<file path="config.mk">
export PLATFORM = sky130hd
export DESIGN_NAME = div_unit
export DESIGN_NICKNAME = d
export VERILOG_FILES = /design/src/common/div_pkg.sv /design/src/div_unit/div_unit.sv /design/src/div_unit/div_lane.sv /design/src/div_unit/div_operand_prep.sv /design/src/div_unit/div_radix4_step.sv
export VERILOG_INCLUDE_DIRS = /design/src /design/src/common
export SDC_FILE = /design/constraint.sdc
export NUM_CORES = 2
export LEC_CHECK = 0
export BUFFER_PORTS_ARGS = -buffer_cell sky130_fd_sc_hd__buf_2
export CORE_MARGIN = 2
export CORE_UTILIZATION = 50
export DETAILED_ROUTE_END_ITERATION = 8
export PLACE_DENSITY = 0.67
export REMOVE_ABC_BUFFERS = 1
export SYNTH_ARGS = -nofsm -noshare
export SYNTH_HDL_FRONTEND = slang
export SYNTH_SLANG_ARGS = --single-unit
</file>
<file path="constraint.sdc">
create_clock -name clk_i -period 8.7 [get_ports clk_i]
set_clock_uncertainty 0.1 [all_clocks]
set_input_delay 1.74 -clock clk_i [delete_from_list [all_inputs] [get_ports clk_i]]
set_output_delay 1.74 -clock clk_i [all_outputs]
set_load 0.01 [all_outputs]
</file>
<file path="src/common/div_cfg.svh">
// Divider sizing for a 64-bit machine; operand width must be exactly twice the word width
`ifndef DIV_CFG_SVH
`define DIV_CFG_SVH

// ----------------------------------------------------------------------
// Datapath widths
// ----------------------------------------------------------------------
`define DIV_XLEN      64    // Full operand width
`define DIV_WLEN      32    // Word operation width

// Quotient bits retired per clock by one lane
`define DIV_STEP_BITS 2

// ----------------------------------------------------------------------
// Lane counter
// ----------------------------------------------------------------------
`define DIV_CNT_W     6     // Holds the largest start count
`define DIV_CNT_64    33    // 32 steps plus the done cycle
`define DIV_CNT_32    17    // 16 steps plus the done cycle

`define DIV_TAG_W     5     // Destination register tag

`endif
</file>
<file path="src/common/div_pkg.sv">
// Vector types sized from div_cfg.svh; the include path must reach common/
`include "div_cfg.svh"

package div_pkg;

    // ------------------------------------------------------------------
    // Datapath vectors
    // ------------------------------------------------------------------

    // Operands, remainder and quotient
    typedef logic [`DIV_XLEN-1:0] xlen_t;

    // Low half used by the word forms
    typedef logic [`DIV_WLEN-1:0] word_t;

    // ------------------------------------------------------------------
    // Control vectors
    // ------------------------------------------------------------------

    // Lane cycle counter, zero when idle
    typedef logic [`DIV_CNT_W-1:0] cnt_t;

    // Destination tag carried with each division
    typedef logic [`DIV_TAG_W-1:0] tag_t;

endpackage

</file>
<file path="src/div_unit/div_unit.sv">
// Two-lane divider without handshake; issuer must avoid busy lanes and same-cycle completions
`include "div_cfg.svh"

module div_unit (
    input  logic          clk_i,
    input  logic          rstn_i,
    input  logic          flush_i,      // Kills both lanes at the next edge
    input  logic          start_i,      // New operation strobe
    input  logic          lane_sel_i,   // 0 picks lane 0, 1 picks lane 1
    input  logic          op_32_i,
    input  logic          signed_op_i,
    input  logic          rem_op_i,
    input  div_pkg::xlen_t dividend_i,
    input  div_pkg::xlen_t divisor_i,
    input  div_pkg::tag_t  tag_i,
    output logic          valid_o,
    output div_pkg::xlen_t result_o,
    output div_pkg::tag_t  tag_o
);

    import div_pkg::*;

    // Prepared operands, shared by both lanes
    xlen_t dividend_mag;
    xlen_t divisor_mag;
    logic  div_zero;
    logic  same_sign;
    cnt_t  start_cnt;

    // Lane outputs
    logic  load0, load1;
    logic  done0, done1;
    xlen_t result0, result1;
    tag_t  tag0, tag1;

    div_operand_prep prep_i (
        .op_32_i        (op_32_i),
        .signed_op_i    (signed_op_i),
        .dividend_i     (dividend_i),
        .divisor_i      (divisor_i),
        .dividend_mag_o (dividend_mag),
        .divisor_mag_o  (divisor_mag),
        .div_zero_o     (div_zero),
        .same_sign_o    (same_sign),
        .start_cnt_o    (start_cnt)
    );

    // ------------------------------------------------------------------
    // Lanes
    // ------------------------------------------------------------------
    assign load0 = start_i & ~lane_sel_i;
    assign load1 = start_i &  lane_sel_i;

    div_lane lane0_i (
        .clk_i          (clk_i),
        .rstn_i         (rstn_i),
        .flush_i        (flush_i),
        .load_i         (load0),
        .op_32_i        (op_32_i),
        .signed_op_i    (signed_op_i),
        .rem_op_i       (rem_op_i),
        .div_zero_i     (div_zero),
        .same_sign_i    (same_sign),
        .dividend_i     (dividend_i),
        .dividend_mag_i (dividend_mag),
        .divisor_mag_i  (divisor_mag),
        .start_cnt_i    (start_cnt),
        .tag_i          (tag_i),
        .done_o         (done0),
        .result_o       (result0),
        .tag_o          (tag0)
    );

    div_lane lane1_i (
        .clk_i          (clk_i),
        .rstn_i         (rstn_i),
        .flush_i        (flush_i),
        .load_i         (load1),
        .op_32_i        (op_32_i),
        .signed_op_i    (signed_op_i),
        .rem_op_i       (rem_op_i),
        .div_zero_i     (div_zero),
        .same_sign_i    (same_sign),
        .dividend_i     (dividend_i),
        .dividend_mag_i (dividend_mag),
        .divisor_mag_i  (divisor_mag),
        .start_cnt_i    (start_cnt),
        .tag_i          (tag_i),
        .done_o         (done1),
        .result_o       (result1),
        .tag_o          (tag1)
    );

    // ------------------------------------------------------------------
    // Result select, lane 0 wins a tie and lane 1 is dropped
    // ------------------------------------------------------------------
    always_comb begin
        valid_o  = 1'b0;
        result_o = '0;
        tag_o    = '0;
        if (done0) begin
            valid_o  = 1'b1;
            result_o = result0;
            tag_o    = tag0;
        end else if (done1) begin
            valid_o  = 1'b1;
            result_o = result1;
            tag_o    = tag1;
        end
    end

endmodule

</file>
<file path="src/div_unit/div_lane.sv">
// One divider lane; loading a busy lane overwrites its work, and flush takes priority over load
`include "div_cfg.svh"

module div_lane (
    input  logic           clk_i,
    input  logic           rstn_i,
    input  logic           flush_i,
    input  logic           load_i,        // Accept prepared operands at this edge
    input  logic           op_32_i,
    input  logic           signed_op_i,
    input  logic           rem_op_i,
    input  logic           div_zero_i,
    input  logic           same_sign_i,
    input  div_pkg::xlen_t dividend_i,    // Raw dividend, kept for sign and zero divisor
    input  div_pkg::xlen_t dividend_mag_i,
    input  div_pkg::xlen_t divisor_mag_i,
    input  div_pkg::cnt_t  start_cnt_i,
    input  div_pkg::tag_t  tag_i,
    output logic           done_o,
    output div_pkg::xlen_t result_o,
    output div_pkg::tag_t  tag_o
);

    import div_pkg::*;

    // Control state
    cnt_t  cnt_q;
    logic  op_32_q;
    logic  signed_q;
    logic  rem_op_q;
    logic  div_zero_q;
    logic  same_sign_q;

    // Payload
    xlen_t rem_q;
    xlen_t quo_q;
    xlen_t divisor_q;
    xlen_t dividend_q;
    tag_t  tag_q;

    // Step outputs and final correction
    xlen_t rem_next;
    xlen_t quo_next;
    logic  stepping;
    logic  dividend_neg;
    xlen_t quo_final;
    xlen_t rem_final;
    xlen_t sel;
    word_t sel_word;

    // ------------------------------------------------------------------
    // Iteration
    // ------------------------------------------------------------------
    div_radix4_step step_i (
        .remainder_i (rem_q),
        .quotient_i  (quo_q),
        .divisor_i   (divisor_q),
        .remainder_o (rem_next),
        .quotient_o  (quo_next)
    );

    // Last step lands as the counter reaches one
    assign stepping = (cnt_q > cnt_t'(1));

    always_ff @(posedge clk_i or negedge rstn_i) begin
        if (!rstn_i) begin
            cnt_q       <= '0;
            op_32_q     <= 1'b0;
            signed_q    <= 1'b0;
            rem_op_q    <= 1'b0;
            div_zero_q  <= 1'b0;
            same_sign_q <= 1'b0;
        end else if (flush_i) begin
            cnt_q <= '0;                        // Lane goes idle, no result
        end else if (load_i) begin
            cnt_q       <= start_cnt_i;
            op_32_q     <= op_32_i;
            signed_q    <= signed_op_i;
            rem_op_q    <= rem_op_i;
            div_zero_q  <= div_zero_i;
            same_sign_q <= same_sign_i;
        end else if (cnt_q != '0) begin
            cnt_q <= cnt_q - cnt_t'(1);         // Holds at zero when idle
        end
    end

    always_ff @(posedge clk_i) begin
        if (load_i) begin
            rem_q      <= '0;
            quo_q      <= dividend_mag_i;       // Dividend bits shift out as quotient shifts in
            divisor_q  <= divisor_mag_i;
            dividend_q <= dividend_i;
            tag_q      <= tag_i;
        end else if (stepping) begin
            rem_q <= rem_next;
            quo_q <= quo_next;
        end
    end

    // ------------------------------------------------------------------
    // Sign and width correction
    // ------------------------------------------------------------------
    assign dividend_neg = op_32_q ? dividend_q[`DIV_WLEN-1] : dividend_q[`DIV_XLEN-1];

    always_comb begin
        // Quotient takes the XOR of the operand signs
        if (div_zero_q) begin
            quo_final = '1;
        end else if (signed_q & ~same_sign_q) begin
            quo_final = ~quo_q + xlen_t'(1);
        end else begin
            quo_final = quo_q;
        end

        // Remainder follows the dividend
        if (div_zero_q) begin
            rem_final = dividend_q;
        end else if (signed_q & dividend_neg) begin
            rem_final = ~rem_q + xlen_t'(1);
        end else begin
            rem_final = rem_q;
        end
    end

    assign sel      = rem_op_q ? rem_final : quo_final;
    assign sel_word = sel[`DIV_WLEN-1:0];

    // Word forms always sign-extend bit 31, unsigned ones too
    assign result_o = op_32_q ? {{(`DIV_XLEN-`DIV_WLEN){sel_word[`DIV_WLEN-1]}}, sel_word}
                              : sel;

    assign done_o = (cnt_q == cnt_t'(1));
    assign tag_o  = tag_q;

endmodule

</file>
<file path="src/div_unit/div_operand_prep.sv">
// Combinational operand setup; word forms read only the low 32 bits and need XLEN == 2*WLEN
`include "div_cfg.svh"

module div_operand_prep (
    input  logic           op_32_i,
    input  logic           signed_op_i,
    input  div_pkg::xlen_t dividend_i,
    input  div_pkg::xlen_t divisor_i,
    output div_pkg::xlen_t dividend_mag_o,
    output div_pkg::xlen_t divisor_mag_o,
    output logic           div_zero_o,
    output logic           same_sign_o,
    output div_pkg::cnt_t  start_cnt_o
);

    import div_pkg::*;

    logic  dividend_sign;
    logic  divisor_sign;
    xlen_t dividend_abs;
    xlen_t divisor_abs;
    word_t dividend_word;
    word_t divisor_word;

    // ------------------------------------------------------------------
    // Sign bits and magnitudes
    // ------------------------------------------------------------------

    // Sign lives at bit 31 for word forms
    assign dividend_sign = op_32_i ? dividend_i[`DIV_WLEN-1] : dividend_i[`DIV_XLEN-1];
    assign divisor_sign  = op_32_i ? divisor_i[`DIV_WLEN-1]  : divisor_i[`DIV_XLEN-1];

    // Two's complement negate when signed and negative
    assign dividend_abs = (signed_op_i & dividend_sign) ? (~dividend_i + xlen_t'(1))
                                                        : dividend_i;
    assign divisor_abs  = (signed_op_i & divisor_sign)  ? (~divisor_i + xlen_t'(1))
                                                        : divisor_i;

    // Low word of the 64-bit negate equals the 32-bit negate
    assign dividend_word = dividend_abs[`DIV_WLEN-1:0];
    assign divisor_word  = divisor_abs[`DIV_WLEN-1:0];

    // ------------------------------------------------------------------
    // Alignment
    // ------------------------------------------------------------------

    // Word dividend goes on top so the shift steps consume it first
    assign dividend_mag_o = op_32_i ? {dividend_word, {`DIV_WLEN{1'b0}}} : dividend_abs;
    assign divisor_mag_o  = op_32_i ? {{(`DIV_XLEN-`DIV_WLEN){1'b0}}, divisor_word}
                                    : divisor_abs;

    // ------------------------------------------------------------------
    // Flags and cycle count
    // ------------------------------------------------------------------
    always_comb begin
        if (op_32_i) begin
            div_zero_o = (divisor_i[`DIV_WLEN-1:0] == '0);  // Upper half ignored
        end else begin
            div_zero_o = (divisor_i == '0);
        end
    end

    // Lane only uses this for signed operations
    assign same_sign_o = ~(dividend_sign ^ divisor_sign);

    assign start_cnt_o = op_32_i ? cnt_t'(`DIV_CNT_32) : cnt_t'(`DIV_CNT_64);

endmodule

</file>
<file path="src/div_unit/div_radix4_step.sv">
// Two restoring steps per call; remainder must stay below the divisor on entry
`include "div_cfg.svh"

module div_radix4_step (
    input  div_pkg::xlen_t remainder_i,
    input  div_pkg::xlen_t quotient_i,   // Unconsumed dividend bits on top, quotient below
    input  div_pkg::xlen_t divisor_i,
    output div_pkg::xlen_t remainder_o,
    output div_pkg::xlen_t quotient_o
);

    import div_pkg::*;

    // ------------------------------------------------------------------
    // Shift-subtract chain
    // ------------------------------------------------------------------
    always_comb begin : steps
        logic [`DIV_XLEN:0] shifted;     // One extra bit, divisor may exceed 2^63
        xlen_t              rem;
        xlen_t              quo;

        rem = remainder_i;
        quo = quotient_i;
        for (int s = 0; s < `DIV_STEP_BITS; s++) begin
            // Next dividend bit moves into the partial remainder
            shifted = {rem, quo[`DIV_XLEN-1]};
            quo     = {quo[`DIV_XLEN-2:0], 1'b0};

            if (shifted >= {1'b0, divisor_i}) begin
                shifted = shifted - {1'b0, divisor_i};
                quo[0]  = 1'b1;                    // Quotient bit set
            end

            rem = shifted[`DIV_XLEN-1:0];          // Below divisor, fits again
        end

        remainder_o = rem;
        quotient_o  = quo;
    end

endmodule

</file>
==> impl_metrics.env <==
export IMPL_antenna_found_initial=14
export IMPL_seq_power_share=0.202
export IMPL_critPathLaunchType="flip-flop"
export IMPL_crit_path_start="lane1_i.rem_q[13]"
export IMPL_cts_root_buf="clkbuf_16"
export IMPL_p_clk_frac=0.125
export IMPL_synth_top_area_cell="edfxtp_1"
export IMPL_synth_top_family_by_area="compound AO/OA/AOI/OAI gates"
export IMPL_fin_util=0.5502
export IMPL_reg2reg_slack_ns=0.46
export IMPL_p_leak_nw=21.41
export IMPL_rows=114
export IMPL_grt_max_degree=87
export IMPL_maxSlewViolCount=0
export IMPL_r2r_cells=25
export IMPL_outcome="complete, no violations"
export IMPL_r2r_start="lane1_i.rem_q[13]"
export IMPL_hold_depth=2
export IMPL_max_cap_violations=0
export IMPL_whs_ns=0.4458
export IMPL_ys_flop_type="edfxtp_1"
export IMPL_pwr_share_comb=0.673
export IMPL_synth_async_sr_flop_share=0.04044
export IMPL_clock_latency_ns=0.68
export IMPL_vias=49910
export IMPL_fin_crit_ns=8.242
export IMPL_hold_class="reg2reg"
export IMPL_setup_viol_count_final=0
export IMPL_dieArea_sq_um=100000
export IMPL_track_usage=0.4219
export IMPL_worst_slew_pin_slew_ns=1.281
export IMPL_synth_simple_area_share=0.1869
export IMPL_gp_congestion=1.050
export IMPL_grt_pass1_vias=45840
export IMPL_p_per_area_nw_per_um2=438.6
export IMPL_clk_pin_slew_worst_paths_ns=0.07
export IMPL_maxSlewHeadroom=0.1434
export IMPL_hold_start="lane1_i.rem_q[1]"
export IMPL_fin_nets=6537
export IMPL_syn_avg_cell_area_sq_um=8.029
export IMPL_synth_enable_flop_cells=394
export IMPL_finalWirelength_mm=217.4
export IMPL_routedWlPerCell_um=29.15
export IMPL_synth_cells_most_frequent="nand2_1, a21oi_1, o21ai_0"
export IMPL_crit_required_ns=9.09
export IMPL_portBuffers=210
export IMPL_rsz0062_at_grt="false"
export IMPL_crit_fanout=26
export IMPL_vias_per_cell=6.690
export IMPL_synth_compound_area_share=0.2540
export IMPL_synthAdderAreaFrac=0.06991
export IMPL_cts_sinks=544
export IMPL_initial_utilization=0.5041
export IMPL_sw_frac_of_total=0.5354
export IMPL_p_int_mw=10.84
export IMPL_ios=211
export IMPL_synth_top_area_share=0.2427
export IMPL_nFillCells=9237
export IMPL_hold_viol_final=0
export IMPL_r2r_end="lane1_i.rem_q[40]"
export IMPL_synth_seq_cells=544
export IMPL_synth_xor_xnor_area_share=0.1065
export IMPL_synth_area_sq_um=48750
export IMPL_core_area_sq_um=96710
export IMPL_synth_area_mux_share=0.02464
export IMPL_die_w_um=316.2
export IMPL_layout_drive_gt1_share=0.09097
export IMPL_area_growth_pct=9.145
export IMPL_ant_nets=0
export IMPL_h_tree_depth=3
export IMPL_ir_drop_mv=0.3726
export IMPL_min_period_over_period=0.9473
export IMPL_synthTopCellsByArea="edfxtp_1, ha_1, a21oi_1"
export IMPL_seq_area_frac_synth=0.3066
export IMPL_drtIter0Drc=7100
export IMPL_dp_final_hpwl_mm=167.6
export IMPL_yosysMostFrequentCell="nand2_1"
export IMPL_drtPass1Iterations=6
export IMPL_critPathKind="reg2reg"
export IMPL_fmax_ghz=0.1213
export IMPL_arrival_ns=8.63
export IMPL_fp_dieH_um=316.2
export IMPL_min_to="lane1_i.rem_q[1]"
export IMPL_grt_pass1_wl_mm=310.1
export IMPL_cts_tree="done"
export IMPL_cts_buffer_depth=3
export IMPL_p_sw_mw=12.49
export IMPL_cts_buffers=69
export IMPL_ys_types=110
export IMPL_crit_path_end_kind="flip-flop"
export IMPL_drc=0
export IMPL_grt_overflow_total=0
export IMPL_netlist_instances=6072
export IMPL_synth_warnings=0
export IMPL_cts_resized=0
[cells by family (layout without fill, tap and decap cells)]
logic type      Yosys count  count (layout)
buf+inv                 626             731
xor+xnor                593             593
mux                     115             115
compound gates         1997            1998
other cells               0               6
flops                   544             544
simple gates           1927            1927
fa+ha+maj               270             270
[layout make-up]
| type | count | area (sq um) | area share |
|---|---|---|---|
| tap | 1276 | 1597 | 0.03001 |
| timing repair buffer | 331 | 1999 | 0.03758 |
| clock buffer | 88 | 1829 | 0.03438 |
| sequential | 544 | 14950 | 0.2810 |
| multi-input combinational | 4903 | 31390 | 0.5899 |
| antenna | 6 | 15.01 | 0.0002822 |
| clock inverter | 35 | 376.6 | 0.007078 |
| inverter | 277 | 1051 | 0.01975 |
[layout by cell type, fill, tap and decap left out, types with 111 or more instances in the layout]
master	count
dfxtp_1	128
nand2_1	638
nor3_1	166
xnor2_1	335
buf_2	209
nor2_1	516
nand3_1	111
ha_1	266
a21oi_1	612
edfxtp_1	394
xor2_1	258
o21ai_0	570
inv_1	273
buf_4	119
o31ai_1	137
[worst max path at each step]
stage	end	slack [ns]	cells after the start
finish	lane1_i.rem_q[40]	0.46	25
global placement	lane1_i.rem_q[32]	0.66	26
CTS	lane1_i.rem_q[40]	0.42	25
floorplan	lane0_i.rem_q[1]	-3.67	5
detailed placement	lane1_i.rem_q[40]	0.48	25
global route	lane1_i.rem_q[59]	0.0001	23
[power groups by stage]
stage / clock (mW) / combinational, mW / sequential, mW
2_1_floorplan: 0 / 10.1 / 4.47
3_3_place_gp: 0 / 15.1 / 4.69
3_5_place_dp: 0 / 15.1 / 4.72
4_1_cts: 2.93 / 15.1 / 4.67
5_1_grt: 3.02 / 16.7 / 4.80
6_report: 2.93 / 15.7 / 4.71
[sequential cells by signal, indices dropped and copies added, names as in the netlist]
| name | flops |
|---|---|
| lane1_i.rem_q | 64 |
| lane0_i.same_sign_q | 1 |
| lane1_i.signed_q | 1 |
| lane0_i.tag_o | 5 |
| lane1_i.quo_q | 64 |
| lane1_i.op_32_q | 1 |
| lane0_i.dividend_q | 64 |
| lane1_i.tag_o | 5 |
| lane0_i.quo_q | 64 |
| lane1_i.cnt_q | 6 |
| lane0_i.rem_q | 64 |
| lane1_i.div_zero_q | 1 |
| lane1_i.rem_op_q | 1 |
| lane1_i.dividend_q | 64 |
| lane0_i.rem_op_q | 1 |
| lane0_i.signed_q | 1 |
| lane0_i.op_32_q | 1 |
| lane0_i.cnt_q | 6 |
| lane1_i.same_sign_q | 1 |
| lane0_i.div_zero_q | 1 |
| lane1_i.divisor_q | 64 |
| lane0_i.divisor_q | 64 |
[stage by stage]
step                      setup TNS (ns)  cell area, sq um  cells  setup WS (ns)  total power [mW]
final                                  0             53210   7460         0.4581             23.33
after global routing                   0             53190   7454      0.0001181             24.55
after CTS                              0             53180   7453         0.4224             22.75
after detailed placement               0             50980   7330         0.4848             19.78
after global placement                 0             50980   7330         0.6639             19.74
after floorplan                  -573.36             47280   5723         -3.670             14.57
[metal layers]
metal  up-vias  part of all wire  global-route usage
met5         -           0.00081            0.009470
met4         8             0.065              0.2361
met3       588              0.13              0.1394
met2      3134              0.40              0.5996
met1     23730              0.39              0.5610
li1      22450                 -                   -
[worst max-delay path, cell delays in order, from the launching register on]
cell and delay [ns]:
dfxtp_1 0.44, ha_1 0.38, a211oi_1 0.35, o211ai_1 0.14
a21boi_0 0.36, o2111ai_1 0.31, o21ai_0 0.47, o31ai_1 0.23
a21oi_4 0.57, buf_4 0.39, buf_4 0.33, o21ai_0 0.18
ha_1 0.40, nand4_1 0.18, a2111oi_0 0.39, o21ai_0 0.26
a21o_1 0.25, a31oi_1 0.18, buf_4 0.16, a211oi_1 0.17
o21ai_0 0.23, a221o_1 0.26, a21o_4 0.48, buf_4 0.45
mux2i_1 0.26, a21oi_1 0.09
[repair_timing]
action,in CTS,in global routing
setup buffers,0,0
setup endpoints to repair,0,17
hold buffers,0,0
Note: power is estimated with default switching activity, not from simulation.
